--- src/logic/dcache_settings.svh ---
// geometry is fixed at 2 ways, 16 sets, 4-word lines; replacement assumes exactly 2 ways
`ifndef DCACHE_SETTINGS_SVH
`define DCACHE_SETTINGS_SVH

// set index and word offset
`define DCACHE_INDEX_W   4
`define DCACHE_OFFSET_W  2
`define DCACHE_WAYS      2

// derived geometry
`define DCACHE_SETS      (1 << `DCACHE_INDEX_W)
`define DCACHE_WORDS     (1 << `DCACHE_OFFSET_W)
`define DCACHE_LINE_W    (32 * `DCACHE_WORDS)
`define DCACHE_TAG_W     (32 - `DCACHE_INDEX_W - `DCACHE_OFFSET_W - 2)

// address field positions, byte bits sit below the offset
`define DCACHE_INDEX_LSB (`DCACHE_OFFSET_W + 2)
`define DCACHE_TAG_LSB   (`DCACHE_INDEX_W + `DCACHE_OFFSET_W + 2)

`endif

--- src/logic/dcache_way.sv ---
// one cache way; read data and hit appear one cycle after rd_index, word writes land only on a hit
`timescale 1ns/1ps
`include "dcache_settings.svh"

module dcache_way (
    input  logic                          clk,
    input  logic                          arst_n,
    input  logic [`DCACHE_INDEX_W-1:0]    rd_index,
    input  logic [`DCACHE_TAG_W-1:0]      cmp_tag,
    input  logic [`DCACHE_INDEX_W-1:0]    wr_index,
    input  logic [`DCACHE_OFFSET_W-1:0]   wr_offset,
    input  logic                          word_we,
    input  logic                          line_we,
    input  logic [31:0]                   word_data,
    input  logic [3:0]                    word_strb,
    input  logic [`DCACHE_LINE_W-1:0]     line_data,
    output logic                          hit,
    output logic [`DCACHE_LINE_W-1:0]     rd_line
);

    logic [`DCACHE_TAG_W-1:0]  tag_mem [`DCACHE_SETS];
    logic [`DCACHE_LINE_W-1:0] data_mem [`DCACHE_SETS];
    logic [`DCACHE_SETS-1:0]   valid_q;
    logic [`DCACHE_TAG_W-1:0]  rd_tag_q;
    logic                      rd_valid_q;

    ////////////////////////////////////////////////////////////////////////////
    // valid bits
    ////////////////////////////////////////////////////////////////////////////

    always_ff @(posedge clk or negedge arst_n) begin
        if (!arst_n) begin
            valid_q    <= '0;
            rd_valid_q <= 1'b0;
        end else begin
            rd_valid_q <= valid_q[rd_index];
            if (line_we) begin
                valid_q[wr_index] <= 1'b1;
            end
        end
    end

    ////////////////////////////////////////////////////////////////////////////
    // tag and line arrays
    ////////////////////////////////////////////////////////////////////////////

    always_ff @(posedge clk) begin
        rd_tag_q <= tag_mem[rd_index];
        rd_line  <= data_mem[rd_index];
        if (line_we) begin
            tag_mem[wr_index]  <= cmp_tag;
            data_mem[wr_index] <= line_data;
        end else if (word_we && hit) begin
            // merge strobed bytes into the addressed word
            for (int b = 0; b < 4; b++) begin
                if (word_strb[b]) begin
                    data_mem[wr_index][wr_offset*32 + b*8 +: 8] <= word_data[b*8 +: 8];
                end
            end
        end
    end

    // compare against the registered read
    assign hit = rd_valid_q && (rd_tag_q == cmp_tag);

endmodule

--- config.mk ---
export PLATFORM = sky130hd
export DESIGN_NAME = dcache_way
export DESIGN_NICKNAME = d
export VERILOG_FILES = /design/src/logic/dcache_way.sv
export VERILOG_INCLUDE_DIRS = /design/src /design/src/logic
export SDC_FILE = /design/constraint.sdc
export NUM_CORES = 2
export LEC_CHECK = 0
export BUFFER_PORTS_ARGS = -buffer_cell sky130_fd_sc_hd__buf_4
export CORE_ASPECT_RATIO = 1.5
export CORE_MARGIN = 1.5
export CORE_UTILIZATION = 52
export CTS_CLUSTER_DIAMETER = 150
export DETAILED_ROUTE_END_ITERATION = 6
export GPL_TIMING_DRIVEN = 0
export PLACE_DENSITY = 0.73
export SYNTH_ARGS = -nofsm -noshare
export SYNTH_HDL_FRONTEND = slang
export SYNTH_SLANG_ARGS = --single-unit
export TNS_END_PERCENT = 5
--- constraint.sdc ---
create_clock -name clk -period 4.41 [get_ports clk]
set_clock_uncertainty 0.2 [all_clocks]
set_input_delay 0.2205 -clock clk [delete_from_list [all_inputs] [get_ports clk]]
set_output_delay 0.2205 -clock clk [all_outputs]
set_load 0.05 [all_outputs]
* Yosys cells after proc, flatten, opt, wreduce, memory -nomap -nowiden
Memory sizes are Yosys's and may differ from the RTL's. A register that Yosys moved wholly into a read port is not among the register bits. Cells that the tools add are included.
Storage, ports and cells: bits in registers 17, latch bits 0, memory bits (writable) 2432, ROM bits 0, output and inout bits 129, memories 2
Operators by class: $add $sub $neg 7, multipliers 0, div/mod/pow operators 0, $lt $le $gt $ge 3, equality and inequality tests 1, shift operators 8, multiplexer cells 534, bitwise operators 513, reductions and logical operators 3
Memories:
- data_mem | words 16, width 128, rd ports 1, clocked after Yosys merged registers in 1, write ports 1, RTL line dcache_way.sv:22 | logic [`DCACHE_LINE_W-1:0] data_mem [`DCACHE_SETS];
- tag_mem | words 16, width 24, rd ports 1, clocked after Yosys merged registers in 1, write ports 1, RTL line dcache_way.sv:21 | logic [`DCACHE_TAG_W-1:0] tag_mem [`DCACHE_SETS];
Operators with widths (count):
- $mux 1 | 528
- $mux 128 | 4
- $or 1x1->1 | 512
- $shift 8x34->128 const A | 4
- $shiftx 8x34->128 | 4
- $neg 8->34 | 3
- $neg 7->34 | 1
- $eq 24x24->1 | 1
- $add 7x5->8 const B | 2
- $or 16x16->16 | 1
- $lt 4x5->1 const B | 2
- $add 7x4->8 const B | 1
- $bmux 1 s4 | 1
- $demux 1 s4 | 1
- $ge 4x1->1 const B | 1
- $logic_and 1x1->1 | 3

* Longest topological paths before layout
depth after elaboration 10, mapped depth 9

* Least setup slack after synthesis
No wires, ideal clock.
kind reg-to-reg, from reg rd_tag_q[22], read port of tag_mem, to mem data_mem[15][40] in the netlist's numbering (enable), library setup time 370 ps, arrival time 2509 ps, setup slack 1330 ps, cell stages (with the launch flop) 8, path buffers 2, clock period less this slack 3080 ps, path through dfxtp_1 xnor2_1 nand4_1 buf_2 nor4_2 a21oi_1 buf_2 nor2_1
On the way: word-level cells in the longest chain between the ends 10, elaborated cells on any way between the ends 19, classes of those cells eq/ne (1); mux (12); bitwise (4); reduce/logical (2)
Ends and longest elaborated chain:
- from (decl) | RTL line dcache_way.sv:24 | logic [`DCACHE_TAG_W-1:0] rd_tag_q;
- $eq 24x24->1 * | RTL line dcache_way.sv:64 | assign hit = rd_valid_q && (rd_tag_q == cmp_tag);
- $logic_and 1x1->1 * | RTL line dcache_way.sv:64
- $logic_and 1x1->1 * | RTL line dcache_way.sv:53 | end else if (word_we && hit) begin
- $mux 1 | RTL line dcache_way.sv:53
- $mux 1 | RTL line dcache_way.sv:50 | if (line_we) begin
- $mux 128 (implied by the code) | RTL line dcache_way.sv:57 | data_mem[wr_index][wr_offset*32 + b*8 +: 8] <= word_data[b*8 +: 8];
- $or 1x1->1 (no line) (3 in a row)
- $or 1x1->1 (no line) *
- to (decl) | RTL line dcache_way.sv:22
Every way passes the cells marked *; elsewhere a longest branch is shown, timed or not.

* Final worst setup path
from reg rd_tag_q[20], read port of tag_mem, to out hit
On the way: word-level cells in the longest chain between the ends 2
Ends and longest elaborated chain:
- $eq 24x24->1 | RTL line dcache_way.sv:64
- $logic_and 1x1->1 | RTL line dcache_way.sv:64
- to (decl) | RTL line dcache_way.sv:17 | output logic hit,
Every way passes these cells.

==> impl_metrics.tcl <==
set metrics [dict create \
    status "complete, but fails checks" \
    violations "design-rule violations, negative hold slack, max-capacitance violations, max-slew violations, negative setup slack" \
    slowest_delay_ns 0.50 \
    hp-class "in -> reg" \
    p_sw_mw 11.98 \
    syn_inst 4510 \
    crit_start "rd_tag_q[20]" \
    grt-ovfl-total 0 \
    crit_buf_inv 3 \
    antenna_left 0 \
    cts_sinks 2601 \
    crit_chain "xnor2_1, nand4_1, or2_2, clkbuf_1, clkbuf_1, nor2_1, and2_1, buf_4" \
    design.core.area_mm2 0.1886 \
    start_kind "register" \
    worst_slack_ns -0.1497 \
    synth_area_leaders "edfxtp_1 (74%), mux4_2 (17%), dfxtp_1 (3.1%)" \
    routedWlPerCell_um 38.05 \
    avgViaCountPerCell 6.659 \
    power.density_mw_per_mm2 455.5 \
    syn2layout_area_growth_pct 16.97 \
    hold_viol_final 239 \
    cts_buffers 230 \
    clk_pin_slew_ns 0.07 \
    intPower_mw 40.75 \
    cpMostUsedCell "clkbuf_1" \
    arrival_ns 4.14 \
    via_count 53448 \
    r2r_setup_slack_ns -0.10 \
    worstPathMaxFanout 10 \
    die_y_um 537.3 \
    multi_input_area_mm2 0.02149 \
    period_minus_slack_ns 4.560 \
    cts-root-buf "clkbuf_16" \
    ys_warn_count 0 \
    drtIter0Drc 9080 \
    reg2reg_depth 7 \
    std_cell_rows 195 \
    netlist.top_cell.by_area "edfxtp_1" \
    synth_nets 4718 \
    drv_slew 22 \
    dp_hpwl_um 205600 \
    fmax_mhz 219.3 \
    grt_pass1_vias 53106 \
    holdWs_ns -0.1091 \
    synth_top_flop_cell "edfxtp_1" \
    cpMaxStageDelayCell "xnor2_1" \
    drc_errors 24 \
    io_buffers 321 \
    synth-seq-cells 2601 \
    worstMarginPinSlew_ns 1.693 \
    seqPwrFrac_pct 52.8 \
    fp.dieW_um 359.2 \
    endpoint "hit" \
    finalCritPeriodShare_pct 103.4 \
    regArea_mm2 0.07650 \
    netlist_area_mm2 0.09897 \
    drive_above_1_share_pct 31.30 \
    grt_max_degree 24 \
    synth_edf_count 2432 \
    h-tree-depth 4 \
    grt.total_usage_pct 31.60 \
    cts_tree "built" \
    dieArea_mm2 0.1930 \
    clock_tree.buffer_depth 4 \
    io_pins 331 \
    finalSetupViolations 143 \
    syn_avg_cell_area_um2 21.95 \
    ys_seq_area_share_pct 77.29 \
    slew-limit-headroom_pct -12.86 \
    p_leak_nw 37.43 \
    cp_top_family "simple AND/OR/NAND/NOR gates" \
    p_clk_share_pct 39.3 \
    gp_congestion 0.9848 \
    finalPower_mw 52.74 \
    critical_path_depth 8 \
    initial_core_util_pct 52.48 \
    grt_pass1_wl_um 414000 \
    end_kind "output port" \
    clk_latency_ns 0.93 \
    wirelength_um 305500 \
    ys_types 30 \
    rsz0062_at_grt "yes" \
    vdd_drop_max_mv 0.3764 \
    crit_required_ns 3.99 \
    dp_slack_ns -1.069 \
    p_comb_share_pct 7.8 \
    yosysTopAreaCellShare_pct 73.79 \
    fillers 12683 \
    drv_cap 4 \
    swShare_pct 22.73 \
    timing_worst_setup_path_type "reg -> out" \
    num-nets-final 5563 \
    antenna_found_initial 41 \
    r2r-end "data_mem[4][34]" \
    r2r-start "rd_tag_q[20]" \
    async_reset_ff_share_pct 0.6536 \
    first_pass_iters 7 \
]
[registers in the layout (all words and copies together), names as in the netlist]
register	flops
rd_line	128
tag_mem	384
rd_valid_q	1
rd_tag_q	24
valid_q	16
data_mem	2048
[final cells by class]
class / instances / share of cell area [%]
antenna: 18 / 0.03891
clock inverter: 135 / 1.316
timing repair buffer: 613 / 4.696
inverter: 131 / 0.4247
multi-input combinational: 1525 / 18.57
sequential: 2601 / 66.08
clock buffer: 289 / 5.320
tap: 2462 / 2.661
buffer: 253 / 0.9003
[per-stage QoR]
stage	util (%)	setup TNS [ns]	cell area, µm²	std cells
after floorplan	-	0	98970	4510
after global placement	55.39	-2738.85	104500	7293
after detailed placement	55.96	-1874.81	105500	7365
after CTS	61.05	-39.09	115100	7964
after global routing	61.37	-7.670	115700	8015
final	61.38	-3.486	115800	8027
[timing repair]
action,4_1_cts,5_1_grt
hold buffers,150,35
pin swaps,14,0
resized for setup,56,41
hold endpoints to repair,1344,455
buffers inserted,25,0
endpoints found under the setup margin,3593,731
[power by group through the flow]
stage	sequential (mW)	combinational [mW]	clock, mW
final	27.9	4.14	20.7
after global routing	27.9	4.23	21.6
after CTS	27.9	4.02	20.7
after detailed placement	28.4	3.85	0
after global placement	28.4	3.72	0
after floorplan	28.8	1.70	0
[cells by family (layout without fill, tap and decap cells)]
| family | Yosys count | count (layout) | synth area share [%] |
|---|---|---|---|
| buffers and inverters | 384 | 1421 | 1.502 |
| other | 0 | 18 | 0 |
| flip-flops | 2601 | 2601 | 77.29 |
| AO/OA/AOI/OAI | 190 | 190 | 1.019 |
| multiplexers | 765 | 765 | 17.12 |
| AND/OR/NAND/NOR | 539 | 539 | 2.774 |
| adder cells (fa/ha/maj) | 6 | 6 | 0.07585 |
| XOR/XNOR | 25 | 25 | 0.2212 |
[tightest hold or removal path: stages]
cell,delay [ns]
buf_4,0.13
inv_1,0.05
o21ai_1,0.31
[layer usage]
metal,track usage [%],up-vias,part of all wire [%]
li1,-,20514,-
met3,10.02,1010,14
met5,0,-,0.10
met2,49.75,4440,47
met1,38.36,27452,32
met4,19.59,32,7.6
[placed cells by master, fill, tap and decap left out, types with 46 or more instances in the layout]
cell type and instances:
nand4_1 136, o21ai_1 122, buf_2 46, dlygate4sd3_1 185, clkinv_2 52, mux4_2 742, clkbuf_1 163, buf_4 388
nor2_1 193, inv_1 131, dfxtp_1 152, edfxtp_1 2432, buf_1 60, nor2_2 68, clkbuf_16 231
[synthesized netlist by cell type (all sizes together) (3+ instances only)]
master,number
edfxtp,2432
mux4,742
nor2,277
dfxtp,152
clkbuf,146
nand4,136
inv,131
o21ai,128
buf,107
a21oi,39
nor4,34
nor2b,30
nand3,24
a211oi,23
mux2i,23
xnor2,20
dfrtp,17
or2,17
nand2,10
ha,6
xor2,5
nor3,3
nor3b,3
[worst min path at each step]
stage | start | to | depth (start not counted)
3_3_place_gp | arst_n | rd_valid_q | 1
3_5_place_dp | arst_n | rd_valid_q | 1
4_1_cts | word_data[18] | data_mem[1][82] | 3
6_report | line_data[51] | data_mem[15][51] | 3
5_1_grt | line_data[28] | data_mem[6][28] | 3
2_1_floorplan | arst_n | rd_valid_q | 0
Note: power is estimated with default switching activity, not from simulation.
