File: src/logic/dcache_settings.svh
// geometry is fixed at 2 ways, 16 sets, 4-word lines; replacement assumes exactly 2 ways
`ifndef DCACHE_SETTINGS_SVH
`define DCACHE_SETTINGS_SVH

// set index and word offset
`define DCACHE_INDEX_W   4
`define DCACHE_OFFSET_W  2
`define DCACHE_WAYS      2

// derived geometry
`define DCACHE_SETS      (1 << `DCACHE_INDEX_W)
`define DCACHE_WORDS     (1 << `DCACHE_OFFSET_W)
`define DCACHE_LINE_W    (32 * `DCACHE_WORDS)
`define DCACHE_TAG_W     (32 - `DCACHE_INDEX_W - `DCACHE_OFFSET_W - 2)

// address field positions, byte bits sit below the offset
`define DCACHE_INDEX_LSB (`DCACHE_OFFSET_W + 2)
`define DCACHE_TAG_LSB   (`DCACHE_INDEX_W + `DCACHE_OFFSET_W + 2)

`endif

File: src/logic/dcache_pkg.sv
// types shared by the cache controller, request buffer and top ports; no geometry here
package dcache_pkg;

    // controller states
    typedef enum logic [2:0] {
        state_idle,
        state_lookup,
        state_refill_req,
        state_refill_wait,
        state_write_req,
        state_write_wait
    } dcache_state_t;

    // processor request kind
    typedef enum logic {
        kind_load,
        kind_store
    } dcache_kind_t;

endpackage

File: src/logic/dcache_req_buffer.sv
// holds one accepted request for the whole transaction; reset leaves a zero-address load
`timescale 1ns/1ps
`include "dcache_settings.svh"

module dcache_req_buffer (
    input  logic                          clk,
    input  logic                          arst_n,
    input  logic                          capture,
    input  dcache_pkg::dcache_kind_t      kind,
    input  logic [31:0]                   addr,
    input  logic [31:0]                   wdata,
    input  logic [3:0]                    wstrb,
    output dcache_pkg::dcache_kind_t      buf_kind,
    output logic [31:0]                   buf_addr,
    output logic [`DCACHE_TAG_W-1:0]      buf_tag,
    output logic [`DCACHE_INDEX_W-1:0]    buf_index,
    output logic [`DCACHE_OFFSET_W-1:0]   buf_offset,
    output logic [31:0]                   buf_wdata,
    output logic [3:0]                    buf_wstrb
);

    import dcache_pkg::*;

    // payload, loaded at the accept edge
    always_ff @(posedge clk or negedge arst_n) begin
        if (!arst_n) begin
            buf_kind  <= kind_load;
            buf_addr  <= '0;
            buf_wdata <= '0;
            buf_wstrb <= '0;
        end else if (capture) begin
            buf_kind  <= kind;
            buf_addr  <= addr;
            buf_wdata <= wdata;
            buf_wstrb <= wstrb;
        end
    end

    // address fields
    assign buf_tag    = buf_addr[31:`DCACHE_TAG_LSB];
    assign buf_index  = buf_addr[`DCACHE_TAG_LSB-1:`DCACHE_INDEX_LSB];
    assign buf_offset = buf_addr[`DCACHE_INDEX_LSB-1:2];

endmodule

File: config.mk
export PLATFORM = sky130hd
export DESIGN_NAME = dcache_req_buffer
export DESIGN_NICKNAME = d
export VERILOG_FILES = /design/src/logic/dcache_pkg.sv /design/src/logic/dcache_req_buffer.sv
export VERILOG_INCLUDE_DIRS = /design/src /design/src/logic
export SDC_FILE = /design/constraint.sdc
export NUM_CORES = 1
export LEC_CHECK = 0
export ABC_AREA = 1
export BUFFER_PORTS_ARGS = -buffer_cell sky130_fd_sc_hd__buf_2
export CORE_ASPECT_RATIO = 1.75
export CORE_UTILIZATION = 35
export DETAILED_ROUTE_END_ITERATION = 12
export PLACE_DENSITY = 0.66
export SLEW_MARGIN = 25
export SYNTH_ARGS = -nofsm -noshare
export SYNTH_HDL_FRONTEND = slang
export SYNTH_SLANG_ARGS = --single-unit
export TNS_END_PERCENT = 5
File: constraint.sdc
create_clock -name clk -period 0.81 [get_ports clk]
set_input_delay 0.081 -clock clk [delete_from_list [all_inputs] [get_ports clk]]
set_output_delay 0.081 -clock clk [all_outputs]
set_load 0.05 [all_outputs]
* Word level (Yosys, flattened, before mapping)
Index checks and enable logic that the tools add are counted.
Storage, ports and cells: bits in registers 69, output and inout bits 99, word-level logic and storage cells 4, input bits 72

* Depth between registers and ports, before layout
Gate-level depths: netlist of run 1.
depth in word-level cells 0, depth in mapped cells 6, depth with buffers taken out 3

* Least setup slack after synthesis of run 1
OpenSTA, ideal clock, no wires.
path type register to output, start point register buf_addr[4], end point output buf_index[0], path buffers 1, data arrival time 904 ps, required time 729 ps, path slack -175 ps, stages on the path, launching flop included 2, cell sequence dfrtp_1 > buf_4
RTL lines:
- start, declared | RTL line dcache_req_buffer.sv:14 | output logic [31:0] buf_addr,
- start signal, assigned | RTL line dcache_req_buffer.sv:33 | buf_addr <= addr;
- end, declared | RTL line dcache_req_buffer.sv:16 | output logic [`DCACHE_INDEX_W-1:0] buf_index,
No word-level cell between the ends.

* Worst setup path in the final report of run 1
start point register buf_addr[14], end point output buf_tag[6]
RTL lines:
- end, declared | RTL line dcache_req_buffer.sv:15 | output logic [`DCACHE_TAG_W-1:0] buf_tag,
No word-level cell between the ends.

==> flow_summary.ini, run 1 <==
[outcome]
status = finished with violations
violations = negative setup slack

[placement]
io_buffers = 170
dp_slack_ns = 0.0638
dp_cells = 544
routabilityCongestion = 0.773
dp_hpwl_um = 4760

[sta]
finalSetupViolations = 99
worstMarginPinSlew_ns = 0.370
setup_tns_ns = -16.40
min_period_ns = 1.00
hold_violations = 0
rsz0062_at_grt = yes
final.setup.worst_slack_ns = -0.192
slew_headroom = 0.753
max_clock_freq_mhz = 998
fin_crit_sh = 1.24
maxSlewViolCount = 0
finClkSkew_ns = 0

[worst_setup_path]
reg2reg_slack_ns = 0.12
critPathKind = flop to output pin
end_kind = output pin
rr_startpoint = buf_addr[24]
cp_cell_sequence = buf_6
cp-start-kind = flop
cp_top_family = flip-flops
cp_max_fo = 3
worst-path-buf-inv = 1
critPathRequiredTime_ns = 0.73
worst-r2r-cell-count = 2
r2r-end = buf_addr[24]
critPathArrivalTime_ns = 0.92
critical-path-max-stage-delay_ns = 0.43
crit_slowest_cell = dfrtp_2

[synth]
seq_area_frac_synth = 0.609
synth_top_area_cell = dfrtp_1
synth-seq-cells = 69
yosysMostFrequentCell = nand2_1
synthTopCellsByArea = dfrtp_1 (61%), nand2_1 (27%), buf_4 (8.5%)
synthCells = 322
netlist_top_cells_count = nand2_1 (207), dfrtp_1 (69), buf_4 (32)
syn_area_sq_um = 2830
avgSynthCellArea_sq_um = 8.80
synth_warnings = 0
synth_cell_types = 6
synth_fp_nets = 394
post-synth-top-area-fraction = 0.609
synth_ff_type = dfrtp_1
postSynth.asyncResetShare = 1.00
synth_edf_count = 0

[worst_hold_path]
whs_endpoint = buf_wdata[15]
hp-start = capture
whs_path_depth = 4
hold_path.class = input port to flop

[route]
drt_wl_total_um = 8730
ant_nets = 0
routed_via_density = 4.55
vias = 2867
drc_errors = 0
dr.pass1.iters = 6
wire_per_inst_um = 13.9
initialDrtViolationCount = 143

[cts]
clk_pin_slew_ns = 0.05
clk_path_buf_depth = 2
cts_buffers = 9
cts_tree = built
clock-root-buffer = clkbuf_16
clock_latency_ns = 0.32
clock_sinks = 69
htreeDepth = 3

[power]
powerDensity_nw_per_um2 = 2150
p_leak_nw = 2.78
ir_drop_v = 0.00142

[grt]
overflow = 0
grt_pass1_wl_um = 13800
grt_usage = 0.209
grt_pass1_vias = 2922
antenna_found_initial = 0
grt_max_degree = 41

[die]
row_count = 43
dieWidth_um = 70.0
die_y_um = 121
io_pins = 171
initial_core_util = 0.358
core-area_sq_um = 7910
die_area_sq_um = 8470

[finish]
regArea_sq_um = 1760
num-nets-final = 607
antenna_cells = 0
drive_gt1_frac = 0.407
fillers = 578
area_growth_pct = 84.6
multi_input_area_sq_um = 777
final_cells = 630

[flow_run]
cap_violations = 0
==> how the worst max path moves through the flow <==
stage / start / endpoint / slack, ns / cells after the start
after floorplan: buf_addr[2] / buf_offset[0] / -0.03 / 1
after global placement: capture / buf_addr[13] / 0.09 / 5
after detailed placement: capture / buf_wdata[8] / 0.06 / 5
after CTS: buf_addr[7] / buf_index[3] / -0.20 / 1
after global routing: buf_addr[14] / buf_tag[6] / -0.21 / 1
final: buf_addr[14] / buf_tag[6] / -0.19 / 1
==> metal layers <==
metal  routed length, um  global-route usage
met3                 472              0.0490
met4                 340               0.123
met5                   0                   0
met2                4810               0.367
met1                3110               0.226
==> registers in the layout (all words and copies together), names as in the netlist <==
register	flops
buf_wstrb	4
buf_kind	1
buf_addr	32
buf_wdata	32
==> layout make-up <==
cell class / instances / share of cell area
Inverter: 1 / 0.00120
Timing Repair Buffer: 247 / 0.439
Multi-Input combinational cell: 207 / 0.149
Clock buffer: 15 / 0.0512
Clock inverter: 1 / 0.000957
Sequential cell: 69 / 0.337
Tap cell: 90 / 0.0215
==> worst reg2reg max path, delay by kind of cell, from the launching register on <==
family | cells | cell delay (ns)
DFF | 1 | 0.42
and+or+nand+nor | 2 | 0.15
==> kinds of logic after synthesis <==
family                 synth area share
buffers and inverters             0.117
flip-flops                        0.609
AND/OR/NAND/NOR                   0.274
==> stage by stage <==
| stage | util | hold slack [ns] | power [mW] | instance area [sq um] |
|---|---|---|---|---|
| 2_1_floorplan | - | -0.215 | 6.19 | 2890 |
| 5_1_grt | 0.661 | 0.181 | 11.7 | 5230 |
| 6_report | 0.661 | 0.157 | 11.2 | 5230 |
| 4_1_cts | 0.657 | 0.144 | 11.2 | 5190 |
| 3_5_place_dp | 0.460 | 0.0820 | 6.81 | 3640 |
| 3_3_place_gp | 0.460 | 0.0732 | 6.79 | 3640 |
==> report_power, final <==
group	leakage [nW]	internal [mW]	switching, mW	total, mW
Sequential	0.806	3.79	0.314	4.10
Combinational	1.84	1.37	2.24	3.62
Clock	0.134	2.24	1.29	3.53
==> timing repair <==
action,CTS,global route
hold endpoints to repair,138,0
hold buffers,70,0
endpoints found under the setup margin,99,99
setup buffers,0,0
resized for setup,188,10
==> cell usage in the layout (no fill, tap or decap) <==
master           n
dfrtp_2         30
clkbuf_16        9
dfrtp_1         39
inv_4            1
clkinv_2         1
clkbuf_8         2
dlygate4sd3_1   70
nand2_1        207
clkbuf_1         4
buf_6           99
buf_12           6
buf_4            1
buf_2           71
(Power assumes the default switching activity.)
==> inputs of run 2 (changes only) <==
--- a/config.mk
+++ b/config.mk
@@ -10,8 +10,10 @@
 export BUFFER_PORTS_ARGS = -buffer_cell sky130_fd_sc_hd__buf_2
 export CORE_ASPECT_RATIO = 1.75
 export CORE_UTILIZATION = 35
+export CTS_BUF_LIST = sky130_fd_sc_hd__clkbuf_16
 export DETAILED_ROUTE_END_ITERATION = 12
-export PLACE_DENSITY = 0.66
+export PLACE_DENSITY = 0.67
+export SETUP_SLACK_MARGIN = 0.2
 export SLEW_MARGIN = 25
 export SYNTH_ARGS = -nofsm -noshare
 export SYNTH_HDL_FRONTEND = slang
==> run 2 against run 1 <==
Net effect:
- the flow finishes with violations (negative hold slack, negative setup slack)
- cell count is 5.4% lower
- worst hold slack worse by 0.53 ns
- clock-buffer cell count is 6 lower
- core utilization is 2.3 points lower
- global-route usage is 1.8 points lower
- routed wire length is 9.3% lower
- non-clock buffer count is 34 lower
- cell area is 3.5% lower
- die area stayed put
- clock skew stayed put
- critical path depth stayed put
- fmax hardly changed
- largest cell class unchanged
==> flow_summary.ini, run 2 (synthesis results as in run 1) <==
[outcome]
status = finished with violations
violations = negative hold slack, negative setup slack

[power]
ir_drop_v = 0.00136
p_leak_nw = 2.69
powerDensity_nw_per_um2 = 2380
finalPower_mw = 12.0

[finish]
layout_common_cells = nand2_1 (202), buf_6 (99), buf_2 (71)
top_regs = buf_addr x32, buf_wdata x32, buf_wstrb x4
drive_gt1_frac = 0.530
final_common_cell = nand2_1
fillers = 612
num-nets-final = 573
area_growth_pct = 78.1
antenna_cells = 0
design_area_sq_um = 5050

[die]
row_count = 43
io_pins = 171
initial_core_util = 0.358
die_area_sq_um = 8470
core-area_sq_um = 7910
dieWidth_um = 70.0
die_y_um = 121

[sta]
fin_crit_sh = 1.24
rsz0062_at_grt = yes
worstMarginPinSlew_ns = 0.259
finClkSkew_ns = 0
min_period_ns = 1.00
slew_headroom = 0.827
maxSlewViolCount = 0
max_clock_freq_mhz = 999
finalSetupViolations = 99
whs_ns = -0.377
hold_violations = 101
final.setup.worst_slack_ns = -0.191

[cts]
clk_pin_slew_ns = 0.05
cts_hold_buffers = 35
cts_buffers = 9
cts_tree = built
clk_path_buf_depth = 2
clock_sinks = 69
clock_latency_ns = 0.32
htreeDepth = 3
clock-root-buffer = clkbuf_16

[grt]
grt_max_degree = 44
grt_pass1_wl_um = 12700
grt_usage = 0.191
antenna_found_initial = 0
grt_pass1_vias = 2778
overflow = 0

[worst_setup_path]
critical-path-max-stage-delay_ns = 0.43
rr_startpoint = buf_addr[19]
worst-r2r-cell-count = 3
cp_top_family = flip-flops
critPathArrivalTime_ns = 0.92
reg2reg_slack_ns = 0.04
cp-start-kind = flop
end_kind = output pin
crit_slowest_cell = dfrtp_2
path_depth = 1
critPathKind = flop to output pin
cp_cell_sequence = buf_6
startpoint = buf_addr[31]
critPathRequiredTime_ns = 0.73
worst-path-buf-inv = 1
cp_max_fo = 3
cp-endpoint = buf_addr[31]
r2r-end = buf_addr[19]

[route]
drc_errors = 0
vias = 2678
initialDrtViolationCount = 117
dr.pass1.iters = 4
routed_via_density = 4.49
ant_nets = 0
drt_wl_total_um = 7920
wire_per_inst_um = 13.3

[placement]
routabilityCongestion = 0.729
place_area_sq_um = 3700
io_buffers = 170
dp_hpwl_um = 4840

[flow_run]
cap_violations = 0

[worst_hold_path]
hold_path.class = input port to asynchronous set/reset pin
-- run 2: cell types whose count changed in the layout (fill, tap and decap cells not counted), sizes merged, moves of 2 or more --
cell	previous run	this run
bufinv	0	3
clkbuf	15	9
clkinvlp	0	2
dlygate4sd3	70	28
dlymetal6s4s	0	7
-- run 2: worst min-delay path by stage --
stage | start | end | slack (ns) | depth (start not counted)
2_1_floorplan | arst_n | buf_addr[0] | -0.21 | 0
6_report | arst_n | buf_wdata[29] | -0.38 | 1
5_1_grt | arst_n | buf_wdata[29] | -0.37 | 1
3_3_place_gp | arst_n | buf_wdata[29] | -0.03 | 1
3_5_place_dp | arst_n | buf_wdata[29] | -0.03 | 1
4_1_cts | arst_n | buf_wdata[29] | -0.38 | 1
-- run 2: area by class of cell --
class | count | area, sq um | area share
repair buffers | 213 | 1990 | 0.394
flip-flops and latches | 69 | 1810 | 0.359
multi-input cells | 207 | 790 | 0.156
clock buffers | 9 | 225 | 0.0446
clock inverters | 7 | 114 | 0.0226
well taps | 90 | 113 | 0.0223
inverters | 1 | 6.26 | 0.00124
-- run 2: metal layers --
metal | track usage | up-vias | part of all wire
met5 | 0 | - | 0
met4 | 0.0988 | 0 | 0.030
met3 | 0.0382 | 19 | 0.053
met2 | 0.346 | 120 | 0.54
met1 | 0.206 | 1250 | 0.37
li1 | - | 1289 | -
-- run 2: stage by stage --
step / hold WS, ns / std cells / setup TNS (ns) / setup slack, ns / utilization
after floorplan: -0.215 / 322 / 0 / 0.0229 / -
after global placement: -0.0291 / 544 / 0 / 0.0969 / 0.468
after detailed placement: -0.0290 / 544 / 0 / 0.0643 / 0.468
after CTS: -0.379 / 595 / -17.91 / -0.200 / 0.629
after global routing: -0.374 / 596 / -18.74 / -0.209 / 0.638
final: -0.377 / 596 / -16.70 / -0.191 / 0.638
-- run 2: what timing repair did --
item                       CTS  global route
setup buffers                0             1
hold endpoints to repair   138           100
setup endpoints to repair  153           168
pin swaps                   85            40
resized for setup          190            20
-- run 2: power by group --
group / internal [mW] / leakage [nW] / switching [mW]
Clock: 2.99 / 0.159 / 1.39
Sequential: 3.81 / 0.762 / 0.298
Combinational: 1.28 / 1.77 / 2.22
Total: 8.08 / 2.69 / 3.91
