File: src/logic/dcache_settings.svh
// geometry is fixed at 2 ways, 16 sets, 4-word lines; replacement assumes exactly 2 ways
`ifndef DCACHE_SETTINGS_SVH
`define DCACHE_SETTINGS_SVH

// set index and word offset
`define DCACHE_INDEX_W   4
`define DCACHE_OFFSET_W  2
`define DCACHE_WAYS      2

// derived geometry
`define DCACHE_SETS      (1 << `DCACHE_INDEX_W)
`define DCACHE_WORDS     (1 << `DCACHE_OFFSET_W)
`define DCACHE_LINE_W    (32 * `DCACHE_WORDS)
`define DCACHE_TAG_W     (32 - `DCACHE_INDEX_W - `DCACHE_OFFSET_W - 2)

// address field positions, byte bits sit below the offset
`define DCACHE_INDEX_LSB (`DCACHE_OFFSET_W + 2)
`define DCACHE_TAG_LSB   (`DCACHE_INDEX_W + `DCACHE_OFFSET_W + 2)

`endif

File: src/logic/dcache_way_merge.sv
// assumes exactly two ways and at most one hitting way; replacement is one bit per set
`timescale 1ns/1ps
`include "dcache_settings.svh"

module dcache_way_merge (
    input  logic                          clk,
    input  logic                          arst_n,
    input  logic [`DCACHE_WAYS-1:0]       way_hit,
    input  logic [`DCACHE_LINE_W-1:0]     way_line0,
    input  logic [`DCACHE_LINE_W-1:0]     way_line1,
    input  logic [`DCACHE_LINE_W-1:0]     refill_line,
    input  logic                          use_refill,
    input  logic [`DCACHE_OFFSET_W-1:0]   word_sel,
    input  logic [`DCACHE_INDEX_W-1:0]    index,
    input  logic                          lookup_done,
    input  logic                          refill_done,
    output logic                          any_hit,
    output logic                          victim,
    output logic [31:0]                   rdata
);

    logic [`DCACHE_SETS-1:0]   repl_q;
    logic                      hit_way;
    logic [`DCACHE_LINE_W-1:0] sel_line;

    assign any_hit = |way_hit;
    assign hit_way = way_hit[1];

    ////////////////////////////////////////////////////////////////////////////
    // data path
    ////////////////////////////////////////////////////////////////////////////

    // refill line bypasses the arrays while it is being written
    always_comb begin
        if (use_refill) begin
            sel_line = refill_line;
        end else if (hit_way) begin
            sel_line = way_line1;
        end else begin
            sel_line = way_line0;
        end
    end

    assign rdata = sel_line[word_sel*32 +: 32];

    ////////////////////////////////////////////////////////////////////////////
    // replacement bits
    ////////////////////////////////////////////////////////////////////////////

    // bit names the way to fill next, so it moves away from the last used way
    always_ff @(posedge clk or negedge arst_n) begin
        if (!arst_n) begin
            repl_q <= '0;
        end else if (refill_done) begin
            repl_q[index] <= ~victim;
        end else if (lookup_done) begin
            repl_q[index] <= ~hit_way;
        end
    end

    assign victim = repl_q[index];

endmodule

File: config.mk
export PLATFORM = sky130hd
export DESIGN_NAME = dcache_way_merge
export DESIGN_NICKNAME = d
export VERILOG_FILES = /design/src/logic/dcache_way_merge.sv
export VERILOG_INCLUDE_DIRS = /design/src /design/src/logic
export SDC_FILE = /design/constraint.sdc
export NUM_CORES = 1
export LEC_CHECK = 0
export ABC_AREA = 1
export BUFFER_PORTS_ARGS = -buffer_cell sky130_fd_sc_hd__buf_2
export CORE_AREA = 2 2 166 168
export DETAILED_ROUTE_END_ITERATION = 8
export DIE_AREA = 0 0 168 170
export GPL_TIMING_DRIVEN = 0
export HOLD_SLACK_MARGIN = 0.1
export PLACE_DENSITY = 0.48
export SLEW_MARGIN = 20
export SYNTH_ARGS = -nofsm -noshare
export SYNTH_HDL_FRONTEND = slang
export SYNTH_SLANG_ARGS = --single-unit
File: constraint.sdc
create_clock -name clk -period 2.5 [get_ports clk]
set_input_delay 0.25 -clock clk [delete_from_list [all_inputs] [get_ports clk]]
set_output_delay 0.25 -clock clk [all_outputs]
set_load 0.05 [all_outputs]
# Word-level counts from Yosys, hierarchy flattened
# Index checks and enable logic that the tools add are counted.
totals:
  output_inout_bits: 34
  in_bits: 397
  register_bits: 16
classes:
  shifts: 1
  magnitude_cmp: 2
  n_reduce_logical: 3
  bitwise_logic: 2
  n_mux: 10
op_table:
  columns: ["cell", "n"]
  rows:
  - ["$mux W128", 2]
  - ["$shiftx A128 B8 Y32", 1]
  - ["$bwmux W16", 2]
  - ["$mux W16", 2]
  - ["$lt A4 B5 Y1 const B", 1]
  - ["$bmux W1 S4", 1]
  - ["$demux W1 S4", 1]
  - ["$ge A4 B1 Y1 const B", 1]
  - ["$mux W1", 2]
  - ["$not A1 Y1", 2]
  - ["$reduce_bool A2 Y1", 1]
  - ["$reduce_or A2 Y1", 1]
  - ["$logic_and A1 B1 Y1", 1]

# Depth between registers and ports, before layout
# Gate-level depths: netlist (run 1).
depth:
  ltp_word: 7
  mapped_depth: 11
  ltp_nobuf: 10

# Least setup slack after synthesis (run 1)
# OpenSTA, ideal clock, no wires.
synth_path:
  kind: "input to output"
  from: "input use_refill"
  to: "output rdata[27]"
  path_stages: 8
  t_required_ps: 2250
  arrival_ps: 1388
  slack_ps: 862
  path_cell_list: "buf_4 -> inv_2 -> buf_2 -> buf_2 -> o211ai_1 -> nand3_1 -> o21ai_0 -> inv_1"
synth_between:
  elab_chain_len: 2
synth_lines:
  columns: ["item", "line_no", "source"]
  rows:
  - ["start, declared", "dcache_way_merge.sv:12", "input logic use_refill,"]
  - ["$mux W128", "dcache_way_merge.sv:35", "if (use_refill) begin"]
  - ["$shiftx A128 B8 Y32", "dcache_way_merge.sv:44", "assign rdata = sel_line[word_sel*32 +: 32];"]
  - ["end, declared", "dcache_way_merge.sv:19", "output logic [31:0] rdata"]
# No other way between the ends.

# Final worst setup path (run 1)
layout_path:
  from: "input use_refill"
  to: "output rdata[14]"
# Same word-level chain as after synthesis.

==> results of run 1 <==
==> where the power goes <==
group          switching, mW  internal, mW  total [mW]  leakage, nW
Clock                  0.118         0.244       0.362       0.0442
Combinational          0.984         0.550        1.53         3.56
Sequential            0.0335         0.320       0.353        0.196
Total                   1.14          1.11        2.25         3.80
==> cell families after synthesis <==
family | share of synthesized area
compound gates | 0.309
simple gates | 0.480
flops | 0.0902
buf+inv | 0.121
==> timing repair <==
| item | in CTS | in global routing |
|---|---|---|
| gates resized for setup | 3 | 4 |
| pin swaps | 0 | 0 |
| hold endpoints to repair | 16 | 0 |
| setup endpoints to repair | 6 | 4 |
| hold buffers | 1 | 0 |
==> how the worst max path moves through the flow <==
stage | startpoint | to | slack, ns
6_report | use_refill | rdata[14] | 0.10
5_1_grt | way_hit[1] | rdata[13] | 0.01
4_1_cts | way_hit[1] | rdata[21] | 0.05
3_5_place_dp | use_refill | rdata[13] | -0.13
3_3_place_gp | use_refill | rdata[13] | -0.16
2_1_floorplan | use_refill | rdata[27] | 0.86
==> area by class of cell <==
| type | instances | area, um2 |
|---|---|---|
| Fill cell | 3226 | 19500 |
| Antenna cell | 7 | 17.5 |
| Inverter | 41 | 154 |
| Multi-Input combinational cell | 743 | 3500 |
| Buffer | 78 | 385 |
| Tap cell | 341 | 427 |
| Clock buffer | 4 | 88.8 |
| Timing Repair Buffer | 428 | 2150 |
| Sequential cell | 16 | 400 |
==> cells in the mapped netlist <==
master	count	area, um2
a21oi_1	62	310
buf_1	1	3.75
buf_2	44	220
buf_4	5	37.5
buf_6	2	22.5
clkbuf_1	26	97.6
clkinv_1	1	3.75
dfrtp_1	16	400
inv_1	36	135
inv_2	4	15.0
nand2_1	362	1360
nand2_2	1	6.26
nand3_1	129	646
nand4_1	1	6.26
nor2_1	20	75.1
nor2_4	1	11.3
nor3_1	4	20.0
o211ai_1	96	721
o21ai_0	31	155
o21ai_1	34	170
o21ai_4	1	16.3
or2_2	1	6.26
==> per-stage QoR <==
stage	util	hold WS, ns
2_1_floorplan	-	-0.0456
3_3_place_gp	0.263	0.192
3_5_place_dp	0.263	0.194
4_1_cts	0.267	0.417
5_1_grt	0.267	0.440
6_report	0.267	0.421
==> worst reg2reg max path, stage by stage, from the launching register on <==
cell	delay, ns
dfrtp_1	0.39
nand2_1	0.07
nand2_1	0.05
nand2_1	0.05
nand2_1	0.04
nand2_1	0.08
nand2_2	0.07
o21ai_4	0.25
buf_6	0.18
nand2_1	0.06
nand2_1	0.06
==> per-layer routing <==
metal,GRT usage,share of wire,vias up
li1,-,-,3851
met4,0.0529,0.020,4
met5,0,0.00069,-
met2,0.403,0.49,349
met1,0.286,0.43,3564
met3,0.0314,0.060,44
==> flow_metrics.tcl, run 1 <==
set metrics [dict create \
    dr.pass1.iters 5 \
    fin_area_um2 7120 \
    max_cap_violations 0 \
    core_um2 26700 \
    routed_wirelength_um 34600 \
    cp_num_cells 9 \
    p_per_area_nw_per_um2 316 \
    syn_avg_cell_area_um2 5.05 \
    max_freq_ghz 0.417 \
    cts_root_buffer "clkbuf_16" \
    cts_inserted_buffers 3 \
    rsz0062_at_grt "no" \
    setup_viol 0 \
    cp_max_fo 10 \
    worst_slack_ns 0.102 \
    synth_cell_type_count 22 \
    first_global_vias 7675 \
    syn2layout_area_growth_pct 60.5 \
    r2r_start "repl_q[4]" \
    largest_reg_flops 16 \
    r2r_end "repl_q[1]" \
    insertion_delay_ns 0.25 \
    row_count 60 \
    min_to "repl_q[12]" \
    dp_cells 1646 \
    routedWlPerCell_um 20.9 \
    boundaryPins 431 \
    drive_gt1_frac 0.375 \
    syn_nets 1275 \
    setup_tns_ns 0 \
    die_h_um 170 \
    die-width_um 168 \
    instances_no_fill 1658 \
    grt-ovfl-total 0 \
    max_slew_margin 0.511 \
    antenna_found_initial 9 \
    worstMarginPinSlew_ns 0.726 \
    syn_inst 878 \
    grt_max_degree 17 \
    final_common_cell "buf_2" \
    start_kind "input port" \
    fin_total_pwr_mw 2.25 \
    ant_nets 0 \
    hp-class "in2reg" \
    r2r_cells 10 \
    cts.sinks 16 \
    status "finished, final reports clean" \
    period_share 0.959 \
    fin_crit_ns 2.40 \
    initial_core_util 0.167 \
    cp-end-kind "primary output" \
    via_per_inst 4.71 \
    slowest_stage "o21ai_0" \
    critPathKind "in2out" \
    slowest_delay_ns 0.32 \
    grt_pass1_wl_um 47900 \
    nets 1708 \
    p_leak_nw 3.80 \
    hold_violations 0 \
    cts_tree "done" \
    clock_skew_ns 0.00259 \
    grt_usage 0.225 \
    cts_buffer_depth 2 \
    place_congestion 0.932 \
    peakVddDrop_mv 0.205 \
    h-tree-depth 1 \
    placed_area_um2 7000 \
    post-dp-hpwl_um 29800 \
    largest-register "repl_q" \
    crit_chain "buf_4 -> inv_2 -> buf_2 -> buf_4 -> o211ai_1 -> o21ai_0 -> o21ai_1 -> inv_1 -> buf_2" \
    final_cell_mix "470 x buf_2, 362 x nand2_1, 129 x nand3_1, 96 x o211ai_1, 62 x a21oi_1" \
    netlist_area_um2 4440 \
    seq_area_frac_synth 0.0902 \
    clk_pin_slew_ns 0.06 \
    vias 7812 \
    reg_top3 "repl_q (16)" \
    drt-initial-drc-count 576 \
    portBuffers 427 \
    drc 0 \
    holdPathStages 4 \
    dp_slack_ns -0.134 \
    crit_buf_inv 6 \
    cpLargestDelayFamily "buffers and inverters" \
    yosys_warnings 0 \
    min_from "refill_done" \
    worst_ep_arrival_time_ns 2.15 \
    synth_seq_cells 16 \
    post_cts_buffers 0 \
    die_area_um2 28600 \
    slew_viol_final 0 \
    crit_required_ns 2.25 \
    rrSetupSlack_ns 1.14 \
]
Note: power is estimated with default switching activity, not from simulation.
==> inputs of run 2 (changes only) <==
ABC_AREA = unset   (was 1)
PLACE_DENSITY = 0.46   (was 0.48)
SETUP_SLACK_MARGIN = 0.5   (was unset)
==> run 2 against run 1 <==
Total power is 4.4% lower; highest routed layer unchanged; non-clock buffer count is 44 lower; register-to-register slack worse by 0.04 ns; first-iteration DRC count is 61% lower; largest power group unchanged; critical path depth is 3 lower; cell count is 34% lower; sequential power is 6.5% higher; hold slack better by 0.0018 ns; critical path type unchanged; wire length is 29% lower.
==> flow_metrics.tcl, run 2 <==
set metrics [dict create \
    cp_max_fo 10 \
    syn_inst 313 \
    die_area_um2 28600 \
    dp_slack_ns 0.0154 \
    final_common_cell "buf_2" \
    row_count 60 \
    first_global_vias 5391 \
    yosys_most_used_dff "dfrtp_1" \
    die-width_um 168 \
    via_per_inst 4.55 \
    p_leak_nw 3.20 \
    final_cell_mix "431 x buf_2, 96 x mux4_2, 41 x nand2_1, 37 x mux2i_1, 33 x o21ai_1" \
    insertion_delay_ns 0.25 \
    antenna_found_initial 10 \
    routed_wirelength_um 24700 \
    fin_crit_ns 1.95 \
    cts_tree "done" \
    cts_root_buffer "clkbuf_16" \
    slew_viol_final 0 \
    critPathKind "in2out" \
    peakVddDrop_mv 0.193 \
    initial_core_util 0.146 \
    fin_area_um2 6690 \
    worstMarginPinSlew_ns 0.613 \
    cts_buffer_depth 2 \
    post-dp-hpwl_um 21500 \
    start_kind "input port" \
    vias 4960 \
    status "finished, final reports clean" \
    placed_area_um2 6440 \
    setup_tns_ns 0 \
    synth_top_area_cell "mux4_2" \
    synth_cell_type_count 33 \
    syn_nets 710 \
    core_um2 26700 \
    ant_nets 0 \
    die_h_um 170 \
    p_per_area_nw_per_um2 321 \
    synth_seq_cells 16 \
    crit_required_ns 2.25 \
    cp-end-kind "primary output" \
    drt-initial-drc-count 226 \
    largest_reg_flops 16 \
    rsz0062_at_grt "yes" \
    place_congestion 0.936 \
    synthMostInstantiatedCell "mux4_2" \
    syn_avg_cell_area_um2 12.4 \
    cts.sinks 16 \
    worst_slack_ns 0.555 \
    worst_ep_arrival_time_ns 1.70 \
    drive_gt1_frac 0.782 \
    rrSetupSlack_ns 1.10 \
    synth_edf_count 0 \
    yosys.area.top_type_share 0.557 \
    grt_pass1_wl_um 34300 \
    seq_area_frac_synth 0.103 \
    h-tree-depth 1 \
    drc 0 \
    dr.pass1.iters 4 \
    boundaryPins 431 \
    hold_violations 0 \
    routedWlPerCell_um 22.7 \
    clk_pin_slew_ns 0.05 \
    max_slew_margin 0.591 \
    post_cts_buffers 0 \
    max_freq_ghz 0.514 \
    grt_max_degree 17 \
    clock_skew_ns 0.00363 \
    reg_top3 "repl_q (16)" \
    grt_usage 0.165 \
    yosys_warnings 0 \
    grt-ovfl-total 0 \
    synth_commonest_cells "96 x mux4_2, 41 x nand2_1, 40 x mux2i_1" \
    hp-class "in2reg" \
    nets 1141 \
    portBuffers 425 \
    max_cap_violations 0 \
    syn2layout_area_growth_pct 72.3 \
    async_flop_share 1.00 \
    ys_top_cells_by_area "mux4_2 56%, dfrtp_1 10%, mux2i_1 10%, o21ai_0 4.5%, mux2_2 4.1%" \
    largest-register "repl_q" \
    period_share 0.778 \
    netlist_area_um2 3880 \
    setup_viol 0 \
    cts_inserted_buffers 3 \
]
## run 2: cell count changes after synthesis, sizes merged, moves of 17 or more
cell / change
a21oi: -62
buf: -25
clkbuf: -17
inv: -40
mux2i: +40
mux4: +96
nand2: -322
nand3: -126
o211ai: -95
o21ai: -31
## run 2: path summary, 6_finish.rpt
kind                             from          to  cells past startpoint
setup / recovery           way_hit[1]   rdata[13]                      6
hold / removal               index[3]   repl_q[2]                      4
setup reg to reg            repl_q[1]   repl_q[6]                      4
hold reg to reg            repl_q[10]  repl_q[10]                      2
max in group asynchronous      arst_n   repl_q[8]                      2
min in group asynchronous      arst_n  repl_q[10]                      2
## run 2: worst max-delay path: stages
cell and delay, ns:
buf_8 0.17, buf_8 0.19, mux4_2 0.57, mux2i_1 0.18, o21ai_1 0.07, buf_2 0.24
## run 2: area by class of cell
class	count	area, um2
multi-input combinational	261	3320
timing repair buffer	426	2140
fill	2922	20000
sequential	16	400
clock buffer	3	75.1
antenna	7	17.5
tap	341	427
buffer	36	314
## run 2: through the flow
| step | instances | hold slack (ns) | util | power (mW) |
|---|---|---|---|---|
| detailed placement | 1079 | 0.203 | 0.242 | 1.83 |
| global route | 1089 | 0.440 | 0.251 | 2.29 |
| global placement | 1079 | 0.200 | 0.242 | 1.81 |
| CTS | 1083 | 0.419 | 0.249 | 2.18 |
| finish | 1090 | 0.423 | 0.251 | 2.15 |
| floorplan | 313 | -0.0456 | - | 1.25 |
## run 2: logic make-up after synthesis
family,after synthesis,synth area share
multiplexers,150,0.700
flip-flops,16,0.103
AND/OR/NAND/NOR,68,0.0818
buffers and inverters,36,0.0496
AO/OA/AOI/OAI,43,0.0651
## run 2: per-layer routing
metal | track usage | wire length (um) | vias up
met1 | 0.186 | 9130 | 2443
met3 | 0.0309 | 1980 | 28
met2 | 0.317 | 13100 | 286
li1 | - | - | 2197
met5 | 0 | 36 | -
met4 | 0.0423 | 477 | 6
## run 2: timing repair
item	4_1_cts	5_1_grt
hold buffers	1	0
cloned	0	0
pin swaps	0	0
hold endpoints to repair	16	0
endpoints found under the setup margin	32	11
gates resized for setup	40	8
## run 2: power by group
group	switching, mW	internal, mW	leakage (nW)
Clock	0.101	0.210	0.0370
Sequential	0.0366	0.339	0.192
Combinational	0.754	0.708	2.97
